==> config.mk <==
export PLATFORM = sky130hd
export DESIGN_NAME = invaders_video_io
export DESIGN_NICKNAME = d
export VERILOG_FILES = /design/src/invaders_pkg.sv /design/src/invaders_video_io.sv /design/src/sound_port.sv /design/src/input_ports.sv /design/src/bit_shifter.sv /design/src/pixel_shifter.sv /design/src/video_timing.sv
export SDC_FILE = /design/constraint.sdc
export NUM_CORES = 1
export LEC_CHECK = 0
export ABC_AREA = 1
export BUFFER_PORTS_ARGS = -buffer_cell sky130_fd_sc_hd__buf_2
export CORE_ASPECT_RATIO = 1.4
export CORE_MARGIN = 1
export CORE_UTILIZATION = 49
export CTS_CLUSTER_DIAMETER = 30
export DETAILED_ROUTE_END_ITERATION = 16
export PLACE_DENSITY_LB_ADDON = 0.3
export REMOVE_ABC_BUFFERS = 1
export SLEW_MARGIN = 15
export SYNTH_ARGS = -nofsm -noshare
export SYNTH_HDL_FRONTEND = slang
export SYNTH_SLANG_ARGS = --single-unit
==> constraint.sdc <==
create_clock -name clk -period 2 [get_ports clk]
set_clock_uncertainty 0.2 [all_clocks]
set_input_delay 0.1 -clock clk [delete_from_list [all_inputs] [get_ports clk]]
set_output_delay 0.1 -clock clk [all_outputs]
set_load 0.03 [all_outputs]
==> src/invaders_pkg.sv <==
// shared types and constants for the video and i/o block; counters are raw 9-bit board values
package invaders_pkg;

	// raw beam counters, bit 8 is the blank flag
	typedef logic [8:0] hcount_t;
	typedef logic [8:0] vcount_t;

	// visible position and memory widths
	typedef logic [7:0] pos_t;
	typedef logic [12:0] vram_addr_t;
	typedef logic [7:0] byte_t;
	typedef logic [2:0] port_t;
	typedef logic [2:0] shift_amt_t;

	// sound latch widths
	typedef logic [5:0] sound_a_t;
	typedef logic [4:0] sound_b_t;

	typedef struct packed {
		pos_t hpos;
		pos_t vpos;
		logic hblank;
		logic vblank;
		logic hsync;
		logic vsync;
	} beam_t;

	typedef struct packed {
		logic  strobe;
		port_t port;
		byte_t data;
	} io_write_t;

	// active high controls, dip[0] is DIP3 up to dip[4] as DIP7
	typedef struct packed {
		logic       left;
		logic       right;
		logic       fire;
		logic       start;
		logic       coin;
		logic [4:0] dip;
	} controls_t;

	// horizontal sequence 000..0ff then 1c0..1ff
	localparam hcount_t H_LAST_VISIBLE = 9'h0ff;
	localparam hcount_t H_BLANK_START = 9'h1c0;

	// vertical sequence 020..0ff then 1da..1ff
	localparam vcount_t V_FIRST_VISIBLE = 9'h020;
	localparam vcount_t V_LAST_VISIBLE = 9'h0ff;
	localparam vcount_t V_BLANK_START = 9'h1da;
	localparam vcount_t V_LAST = 9'h1ff;
	// row offset for the flipped screen, applied modulo 256
	localparam pos_t V_FLIP_OFFSET = 8'h20;

	// i/o port numbers, port 3 is read and write with different meaning
	localparam port_t PORT_SHIFT_AMT = 3'd2;
	localparam port_t PORT_SHIFT_RESULT = 3'd3;
	localparam port_t PORT_SOUND_A = 3'd3;
	localparam port_t PORT_SHIFT_DATA = 3'd4;
	localparam port_t PORT_SOUND_B = 3'd5;

	// sound serial frame length in pixel clocks
	localparam int FRAME_BITS = 16;

endpackage
==> src/invaders_video_io.sv <==
// top of the video and i/o block; no registers here, all latency lives in the children
module invaders_video_io import invaders_pkg::*;
(
	input  logic       clk,
	input  logic       rst_n,
	input  logic       flip,
	input  controls_t  controls,
	input  io_write_t  io_wr,
	input  port_t      io_rd_port,
	output byte_t      io_rd_data,
	output vram_addr_t vram_addr,
	input  byte_t      vram_data,
	output beam_t      beam,
	output logic       pixel,
	output sound_a_t   sound_a,
	output sound_b_t   sound_b,
	output logic       sound_serial,
	output logic       sound_latch
);

	// shifter result into the read mux
	byte_t shift_result;

	video_timing video_timing_inst (
		.clk   (clk),
		.rst_n (rst_n),
		.beam  (beam)
	);

	pixel_shifter pixel_shifter_inst (
		.clk       (clk),
		.rst_n     (rst_n),
		.beam      (beam),
		.flip      (flip),
		.vram_addr (vram_addr),
		.vram_data (vram_data),
		.pixel     (pixel)
	);

	bit_shifter bit_shifter_inst (
		.clk          (clk),
		.rst_n        (rst_n),
		.io_wr        (io_wr),
		.shift_result (shift_result)
	);

	input_ports input_ports_inst (
		.io_rd_port   (io_rd_port),
		.controls     (controls),
		.shift_result (shift_result),
		.io_rd_data   (io_rd_data)
	);

	sound_port sound_port_inst (
		.clk          (clk),
		.rst_n        (rst_n),
		.io_wr        (io_wr),
		.beam         (beam),
		.sound_a      (sound_a),
		.sound_b      (sound_b),
		.sound_serial (sound_serial),
		.sound_latch  (sound_latch)
	);

endmodule

==> src/sound_port.sv <==
// sound latches load on the edge after the write; the frame is serialized against hpos
module sound_port import invaders_pkg::*;
(
	input  logic      clk,
	input  logic      rst_n,
	input  io_write_t io_wr,
	input  beam_t     beam,
	output sound_a_t  sound_a,
	output sound_b_t  sound_b,
	output logic      sound_serial,
	output logic      sound_latch
);

	logic [FRAME_BITS-1:0] frame;
	logic [3:0] bit_sel;

	// first latch from port 3
	always_ff @(posedge clk or negedge rst_n)
	begin
		if (!rst_n)
			sound_a <= '0;
		else if (io_wr.strobe && io_wr.port == PORT_SOUND_A)
			sound_a <= io_wr.data[5:0];
	end

	// second latch from port 5
	always_ff @(posedge clk or negedge rst_n)
	begin
		if (!rst_n)
			sound_b <= '0;
		else if (io_wr.strobe && io_wr.port == PORT_SOUND_B)
			sound_b <= io_wr.data[4:0];
	end

	// frame layout msb first, sound_a bit 0 is sent inverted
	// bits 5 and 4 of sound_a stay off the wire
	assign frame = {6'b000000, sound_b, 1'b0, sound_a[3:1], ~sound_a[0]};

	// one frame bit per pixel, msb at hpos low nibble zero
	assign bit_sel = 4'(FRAME_BITS - 1) - beam.hpos[3:0];
	assign sound_serial = frame[bit_sel];
	// output latch strobe at the start of each frame
	assign sound_latch = (beam.hpos[3:0] == 4'd0);

endmodule

==> src/input_ports.sv <==
// read ports decode combinationally; port 0 is the special-game layout and DIP4 is not read
module input_ports import invaders_pkg::*;
(
	input  port_t     io_rd_port,
	input  controls_t controls,
	input  byte_t     shift_result,
	output byte_t     io_rd_data
);

	always_comb
	begin
		case (io_rd_port)
			// fixed high in bit 6, fire and left only
			3'd0:
				io_rd_data = {1'b0, 1'b1, controls.left, controls.fire, 3'b000, 1'b0};
			// player one, start shows on both start bits
			3'd1:
				io_rd_data = {1'b0, controls.right, controls.left, controls.fire,
					1'b1, controls.start, controls.start, controls.coin};
			// dips mixed with controls, tilt held low
			3'd2:
				io_rd_data = {controls.dip[4], controls.right, controls.left,
					controls.fire, controls.dip[3], 1'b0, controls.dip[2],
					controls.dip[0]};
			PORT_SHIFT_RESULT:
				io_rd_data = shift_result;
			// ports 4..7 read as zero
			default:
				io_rd_data = '0;
		endcase
	end

endmodule

==> src/bit_shifter.sv <==
// barrel shifter chip model; writes land on the edge after the strobe
module bit_shifter import invaders_pkg::*;
(
	input  logic      clk,
	input  logic      rst_n,
	input  io_write_t io_wr,
	output byte_t     shift_result
);

	logic [15:0] word;
	shift_amt_t amt;
	logic [3:0] top_bit;

	// new byte enters at the top, old top drops to the low byte
	always_ff @(posedge clk or negedge rst_n)
	begin
		if (!rst_n)
			word <= '0;
		else if (io_wr.strobe && io_wr.port == PORT_SHIFT_DATA)
			word <= {io_wr.data, word[15:8]};
	end

	// shift amount from data bits 2..0
	always_ff @(posedge clk or negedge rst_n)
	begin
		if (!rst_n)
			amt <= '0;
		else if (io_wr.strobe && io_wr.port == PORT_SHIFT_AMT)
			amt <= io_wr.data[2:0];
	end

	// window of eight bits ending at 15 minus the amount
	assign top_bit = 4'd15 - {1'b0, amt};
	assign shift_result = word[top_bit -: 8];

	// amount only moves on a port 2 write
	assert property (@(posedge clk) disable iff (!rst_n)
		amt != $past(amt) |-> $past(io_wr.strobe && io_wr.port == PORT_SHIFT_AMT));

endmodule

==> src/pixel_shifter.sv <==
// vram answers combinationally in the cycle after the address; flip is read live each pixel
module pixel_shifter import invaders_pkg::*;
(
	input  logic       clk,
	input  logic       rst_n,
	input  beam_t      beam,
	input  logic       flip,
	output vram_addr_t vram_addr,
	input  byte_t      vram_data,
	output logic       pixel
);

	pos_t flip_row;
	logic boundary;
	logic load_q;
	byte_t shift_reg;
	logic [2:0] bit_cnt;
	logic [1:0] blank_d1;
	logic [1:0] blank_d2;

	// flipped row, wraps modulo 256
	assign flip_row = ~beam.vpos + V_FLIP_OFFSET;
	// a new byte every eight pixels
	assign boundary = (beam.hpos[2:0] == 3'd0);

	// byte address latched at the boundary
	always_ff @(posedge clk or negedge rst_n)
	begin
		if (!rst_n)
		begin
			vram_addr <= '0;
			load_q <= 1'b0;
		end
		else
		begin
			load_q <= boundary;
			if (boundary)
			begin
				if (flip)
					vram_addr <= {flip_row, ~beam.hpos[7:3]};
				else
					vram_addr <= {beam.vpos, beam.hpos[7:3]};
			end
		end
	end

	// fetched byte captured one cycle after the address
	always_ff @(posedge clk)
	begin
		if (load_q)
			shift_reg <= vram_data;
	end

	// bit index restarts with each load
	always_ff @(posedge clk or negedge rst_n)
	begin
		if (!rst_n)
			bit_cnt <= '0;
		else if (load_q)
			bit_cnt <= '0;
		else
			bit_cnt <= bit_cnt + 3'd1;
	end

	// blank pair delayed two stages to line up with the shifted bit
	// starts out blanked so the output is quiet until the first load
	always_ff @(posedge clk or negedge rst_n)
	begin
		if (!rst_n)
		begin
			blank_d1 <= 2'b11;
			blank_d2 <= 2'b11;
		end
		else
		begin
			blank_d1 <= {beam.hblank, beam.vblank};
			blank_d2 <= blank_d1;
		end
	end

	// flipped screen sends msb first
	assign pixel = shift_reg[bit_cnt ^ {3{flip}}] & ~blank_d2[1] & ~blank_d2[0];

	// beam steps by one, so a load lands on the second pixel of each byte and nowhere else
	assert property (@(posedge clk) disable iff (!rst_n)
		load_q == (beam.hpos[2:0] == 3'd1));

endmodule

==> src/video_timing.sv <==
// beam counters run one step per pixel clock; vcount only advances at the start of hblank
module video_timing import invaders_pkg::*;
(
	input  logic  clk,
	input  logic  rst_n,
	output beam_t beam
);

	hcount_t hcount;
	vcount_t vcount;

	// horizontal skips from end of visible to start of blank, wraps at 1ff
	always_ff @(posedge clk or negedge rst_n)
	begin
		if (!rst_n)
			hcount <= '0;
		else if (hcount == H_LAST_VISIBLE)
			hcount <= H_BLANK_START;
		else
			hcount <= hcount + 9'd1;
	end

	// vertical steps once per line, at the hblank edge
	always_ff @(posedge clk or negedge rst_n)
	begin
		if (!rst_n)
			vcount <= V_FIRST_VISIBLE;
		else if (hcount == H_BLANK_START)
		begin
			if (vcount == V_LAST_VISIBLE)
				vcount <= V_BLANK_START;
			else if (vcount == V_LAST)
				vcount <= V_FIRST_VISIBLE;
			else
				vcount <= vcount + 9'd1;
		end
	end

	// position is the low byte, blank is bit 8
	assign beam.hpos = hcount[7:0];
	assign beam.vpos = vcount[7:0];
	assign beam.hblank = hcount[8];
	assign beam.vblank = vcount[8];
	// sync decodes from the board gates
	assign beam.hsync = hcount[8] & ~hcount[5] & hcount[4];
	assign beam.vsync = vcount[8] & vcount[3] & vcount[2] & ~vcount[4];

	// vcount stays within its two legal runs
	assert property (@(posedge clk) disable iff (!rst_n)
		vcount inside {[V_FIRST_VISIBLE:V_LAST_VISIBLE], [V_BLANK_START:V_LAST]});

endmodule

# After elaboration in Yosys (flattened, before gate mapping)
# Index checks and enable logic that the tools add are counted.
[classes]
n_lt_le_gt_ge = 2
eq_ne = 11
reduce_logical = 7
mux = 10
shift = 1
add_sub_neg = 6
bitwise = 15
[ops]
columns = ["op", "count"]
rows = [
  ["$pmux W8 S4", 1],
  ["$mux W9", 3],
  ["$shiftx A23 B5 Y8", 1],
  ["$add A9 B1 Y9 const B", 2],
  ["$eq A9 B8 Y1 const B", 2],
  ["$eq A9 B9 Y1 const B", 2],
  ["$mux W13", 1],
  ["$eq A3 B2 Y1 const B", 4],
  ["$add A8 B6 Y8 const B", 1],
  ["$not A8 Y8", 1],
  ["$and A1 B1 Y1", 7],
  ["$eq A3 B3 Y1 const B", 2],
  ["$logic_not A3 Y1", 2],
  ["$lt A4 B5 Y1 const B", 1],
  ["$not A1 Y1", 5],
  ["$not A5 Y5", 1],
  ["$bmux W1 S4", 1],
  ["$logic_and A1 B1 Y1", 4],
  ["$logic_not A4 Y1", 1],
  ["$lt A3 B4 Y1 const B", 1],
  ["$sub A4 B3 Y4 const A", 1],
  ["$sub A4 B4 Y4 const A", 1],
  ["$add A3 B1 Y3 const B", 1],
  ["$bmux W1 S3", 1],
  ["other kinds (4)", 5],
]
[word_totals]
word_cells = 64
ff_bits = 77
in_bits = 36
out_inout_bits = 55

# Longest topological paths before layout
[depth]
ltp_word = 5
ltp_mapped = 9
depth_no_buf = 9

# By module
# From an unflattened synthesis, not the netlist that was laid out.
[unflattened]
hier_cells = 544
area_unflattened_um2 = 4372.9
[modules_own_cells]
columns = ["mod", "seq_area_each_um2", "cells_per_inst", "area_each_um2", "n_inst"]
rows = [
  ["pixel_shifter", 770.7, 119, 1317.5, 1],
  ["bit_shifter", 450.4, 166, 1157.4, 1],
  ["video_timing", 451.7, 146, 1138.6, 1],
  ["sound_port", 275.3, 74, 550.5, 1],
  ["input_ports", 0.0, 39, 209.0, 1],
]

# Least setup slack after synthesis
# OpenSTA, ideal clock, no wires.
[synth_timing]
kind = "register -> output"
from = "reg video_timing_inst.vcount[3]"
to = "out beam[0] (netlist name)"
n_path_buf = 0
path_stages_with_launch = 3
setup_slack_ns = -0.037
required_time_ns = 1.700
arrival_ns = 1.737
cell_sequence = "dfrtp_1 > inv_1 > nor4_1"
[synth_lines]
columns = ["element", "line", "source"]
rows = [
  ["from (decl)", "video_timing.sv:10", "vcount_t vcount;"],
  ["from (signal assigned)", "video_timing.sv:35", "vcount <= vcount + 9'd1;"],
  ["to (decl)", "invaders_video_io.sv:13", "output beam_t beam,"],
]

# Worst setup path after layout
[layout_timing]
from = "reg bit_shifter_inst.amt[0]"
to = "out io_rd_data[6]"
[layout_between]
elab_chain_cells = 3
[layout_lines]
columns = ["element", "line", "source"]
rows = [
  ["from (decl)", "bit_shifter.sv:11", "shift_amt_t amt;"],
  ["from (signal assigned)", "bit_shifter.sv:29", "amt <= io_wr.data[2:0];"],
  ["$sub A4 B3 Y4", "bit_shifter.sv:33", "assign top_bit = 4'd15 - {1'b0, amt};"],
  ["$shiftx A23 B5 Y8", "bit_shifter.sv:34", "assign shift_result = word[top_bit -: 8];"],
  ["$pmux W8 S4", "input_ports.sv:12", "case (io_rd_port)"],
  ["to (decl)", "invaders_video_io.sv:10", "output byte_t io_rd_data,"],
]
# Every way passes these cells.

==> metrics.md <==
| Metric | Value |
|---|---|
| Via count | `3659` |
| Ys async rst share | `between 80% and 90%` |
| Post-synthesis xor/xnor area fraction | `3.92%` |
| Post-Syn Area | `~4000 um^2` |
| Top FF cell, synth | `dfrtp_1` |
| Port bufs | `89` |
| Top flop regs | `bit_shifter_inst.word x15, pixel_shifter_inst.vram_addr x13` |
| Setup violators final | `0` |
| Die X-Extent | `78.6 um` |
| LEAKAGE | `2.64 nW` |
| Placeable Area | `7850 um^2` |
| Initial antenna violation count | `0` |
| Fillers | `approximately 640` |
| Final period util | `a little over nine tenths` |
| Worst Path Max Fanout | `7` |
| Initial Util | `51.3%` |
| H-Tree Depth | `3` |
| Area Overhead vs Synth | `27.7%` |
| Endpoints failing hold | `0` |
| Commonest cells after routing, fill and taps aside | `125 x nand2_1, 81 x buf_2, 60 x dfrtp_1, 52 x inv_1, 45 x nand3_1` |
| Hpwl dp | `approximately 6.8 mm` |
| Io pins | `91` |
| Synth Area in Adders | `2.80%` |
| CTS tree | `built` |
| Drt drc | `0` |
| Root buf cell | `clkbuf_8` |
| Unique masters post-synth | `39` |
| Startpoint types | `register` |
| Post-synth top area share | `39.2%` |
| Final WL | `9.81 mm` |
| Synth area leaders | `dfrtp_1 39%, nand2_1 12%, nand3_1 6.1%, edfxtp_1 6.0%, o21ai_0 5.5%` |
| Synth Instances | `about 490` |
| Status | `finished, final reports clean` |
| Max clock buf depth | `2` |
| Clk sink count | `76` |
| First-pass GRT wire length | `15.9 mm` |
| Max_cap viols | `0` |
| Share of cells above drive strength 1 | `around a quarter` |
| Main combinational cell family by area after synthesis | `simple AND/OR/NAND/NOR gates` |
| Max reg flops | `15` |
| Clock transition at path regs | `0.07 ns` |
| Mean routed wirelength per cell | `13.7 um` |
| HP Class | `in -> reg` |
| Routed Antenna Nets | `0` |
| Arr. time, crit path | `~1.6 ns` |
| Area of the die | `8580 um^2` |
| Mapped Avg Cell Area | `8.18 um^2` |
| Synth Area in Compound Gates | `10.7%` |
| Largest net degree at the start of global routing | `27` |
| Power Density | `approximately 780 nW/um^2` |
| Slew Viols, Final | `0` |
| Register area share after synthesis | `48.4%` |
| Synth area leader | `dfrtp_1` |
| Clk_lat worst skew | `approximately 0.35 ns` |
| Simple-gate share of the synthesized area | `25.0%` |
| Overall die height | `109 um` |
| Slew @ Worst Pin | `0.447 ns` |
| Num rows | `38` |
| Largest Register | `bit_shifter_inst.word` |
| RSZ-0062 raised after global routing | `yes` |
| Iteration count of the initial detailed-routing pass | `4` |
| Grt total ovfl | `0` |
| Total Nets Final | `658` |
| Initial DRC Count | `176` |
| Layout Cell Area excl Fill | `5140 um^2` |
| Final core area utilization | `65.5%` |
| Placed cell area | `4580 um^2` |
| Routability-driven placement congestion ratio | `0.863` |
| Overall Global Routing Usage | `23.7%` |
| CP endpoint kind | `output port` |
| Fmax | `518 MHz` |
| Vias in the first global route | `roughly 3500` |
| Vias per cell | `about 5.1` |
| Commonest non-fill, non-tap cell in the layout | `nand2_1` |
| Tmin final | `1.93 ns` |
| Req. time, crit path | `1.70 ns` |
| Rel. slew slack | `70.0%` |
| Seq cells post-synth | `76` |
| Multiplexer share of the synthesized area | `1.12%` |
| Hold WS | `0.0240 ns` |
| YS warnings | `0` |
| Worst vdd ir | `565 uV` |
| Diode count | `0` |
| Critical path type | `reg -> out` |
| Number of flops mapped to enable cells by yosys | `8` |
| Cts bufs inserted | `9` |
==> worst paths after layout <==
| check | startpoint | end | slack [ns] | cells past startpoint |
|---|---|---|---|---|
| setup / recovery | bit_shifter_inst.amt[0]$_DFFE_PN0P_ | io_rd_data[6] | 0.07 | 8 |
| hold / removal | io_wr[8] | bit_shifter_inst.amt[0]$_DFFE_PN0P_ | 0.02 | 4 |
| setup reg to reg | video_timing_inst.vcount[1]$_DFFE_PN0N_ | video_timing_inst.vcount[2]$_DFFE_PN0N_ | 0.11 | 9 |
| hold reg to reg | pixel_shifter_inst.blank_d1[0]$_DFF_PN1_ | pixel_shifter_inst.blank_d2[0]$_DFF_PN1_ | 0.16 | 0 |
| max in group asynchronous | rst_n | video_timing_inst.vcount[1]$_DFFE_PN0N_ | 0.94 | 3 |
| min in group asynchronous | rst_n | bit_shifter_inst.word[6]$_DFFE_PN0P_ | 0.06 | 2 |
==> routing by layer <==
layer  global-route usage [%]  share of wire (%)  vias to the layer above
met5                        0                  0                        -
met4                     11.0                1.9                        0
met3                     4.94                3.9                       19
met2                     43.3                 54                       91
met1                     26.1                 41                     1723
li1                         -                  -                     1826
==> power breakdown <==
part | switching (mW) | internal, mW | total (mW)
logic | 0.549 | 0.342 | 0.891
registers | 0.132 | 1.69 | 1.83
clock network | 0.544 | 0.731 | 1.27
==> worst max-delay path, stage by stage, from the launching register on <==
cell and delay, ns:
dfrtp_2 0.47, buf_6 0.15, nand2_2 0.06, nand3_1 0.08, nand2_1 0.08, o21ai_1 0.14
nand2_1 0.09, nand3_2 0.09, buf_6 0.13
==> metrics by stage <==
step	TNS (ns)	cells	power [mW]	setup WS [ns]
floorplan	-0.107	475	2.35	-0.0370
CTS	0	714	3.96	0.0105
detailed placement	0	676	2.63	0.112
global route	-0.178	718	4.19	-0.0463
global placement	0	676	2.61	0.159
finish	0	718	3.99	0.0704
==> kinds of logic after synthesis <==
| family | after synthesis |
|---|---|
| muxes | 4 |
| DFF | 76 |
| adders and majority gates | 9 |
| and+or+nand+nor | 231 |
| buffers and inverters | 75 |
| xor gates and xnor gates | 18 |
| AOI/OAI and AO/OA | 79 |
==> repair_timing <==
item,in CTS,in global routing
hold endpoints to repair,98,0
pin swaps,0,1
setup buffers,3,2
cloned,0,2
endpoints found under the setup margin,8,13
gates resized for setup,7,36
hold buffers,19,0
==> synthesized netlist by cell type (all sizes together) (5+ instances only) <==
cell	number
nand2	134
dfrtp	63
inv	56
nand3	50
o21ai	48
nor2	36
a21oi	24
buf	13
xnor2	13
ha	9
edfxtp	8
dfstp	5
nor3	5
xor2	5
==> cell type report <==
type	count	area, um^2	share of cell area (%)
multi-input combinational	341	1790	34.9
clock buffer	11	141	2.75
clock inverter	5	75.1	1.46
tap	100	125	2.44
inverter	58	229	4.46
timing repair buffer	126	813	15.8
sequential	76	1950	38.0
timing repair inverter	1	7.51	0.146
(Power assumes the default switching activity.)
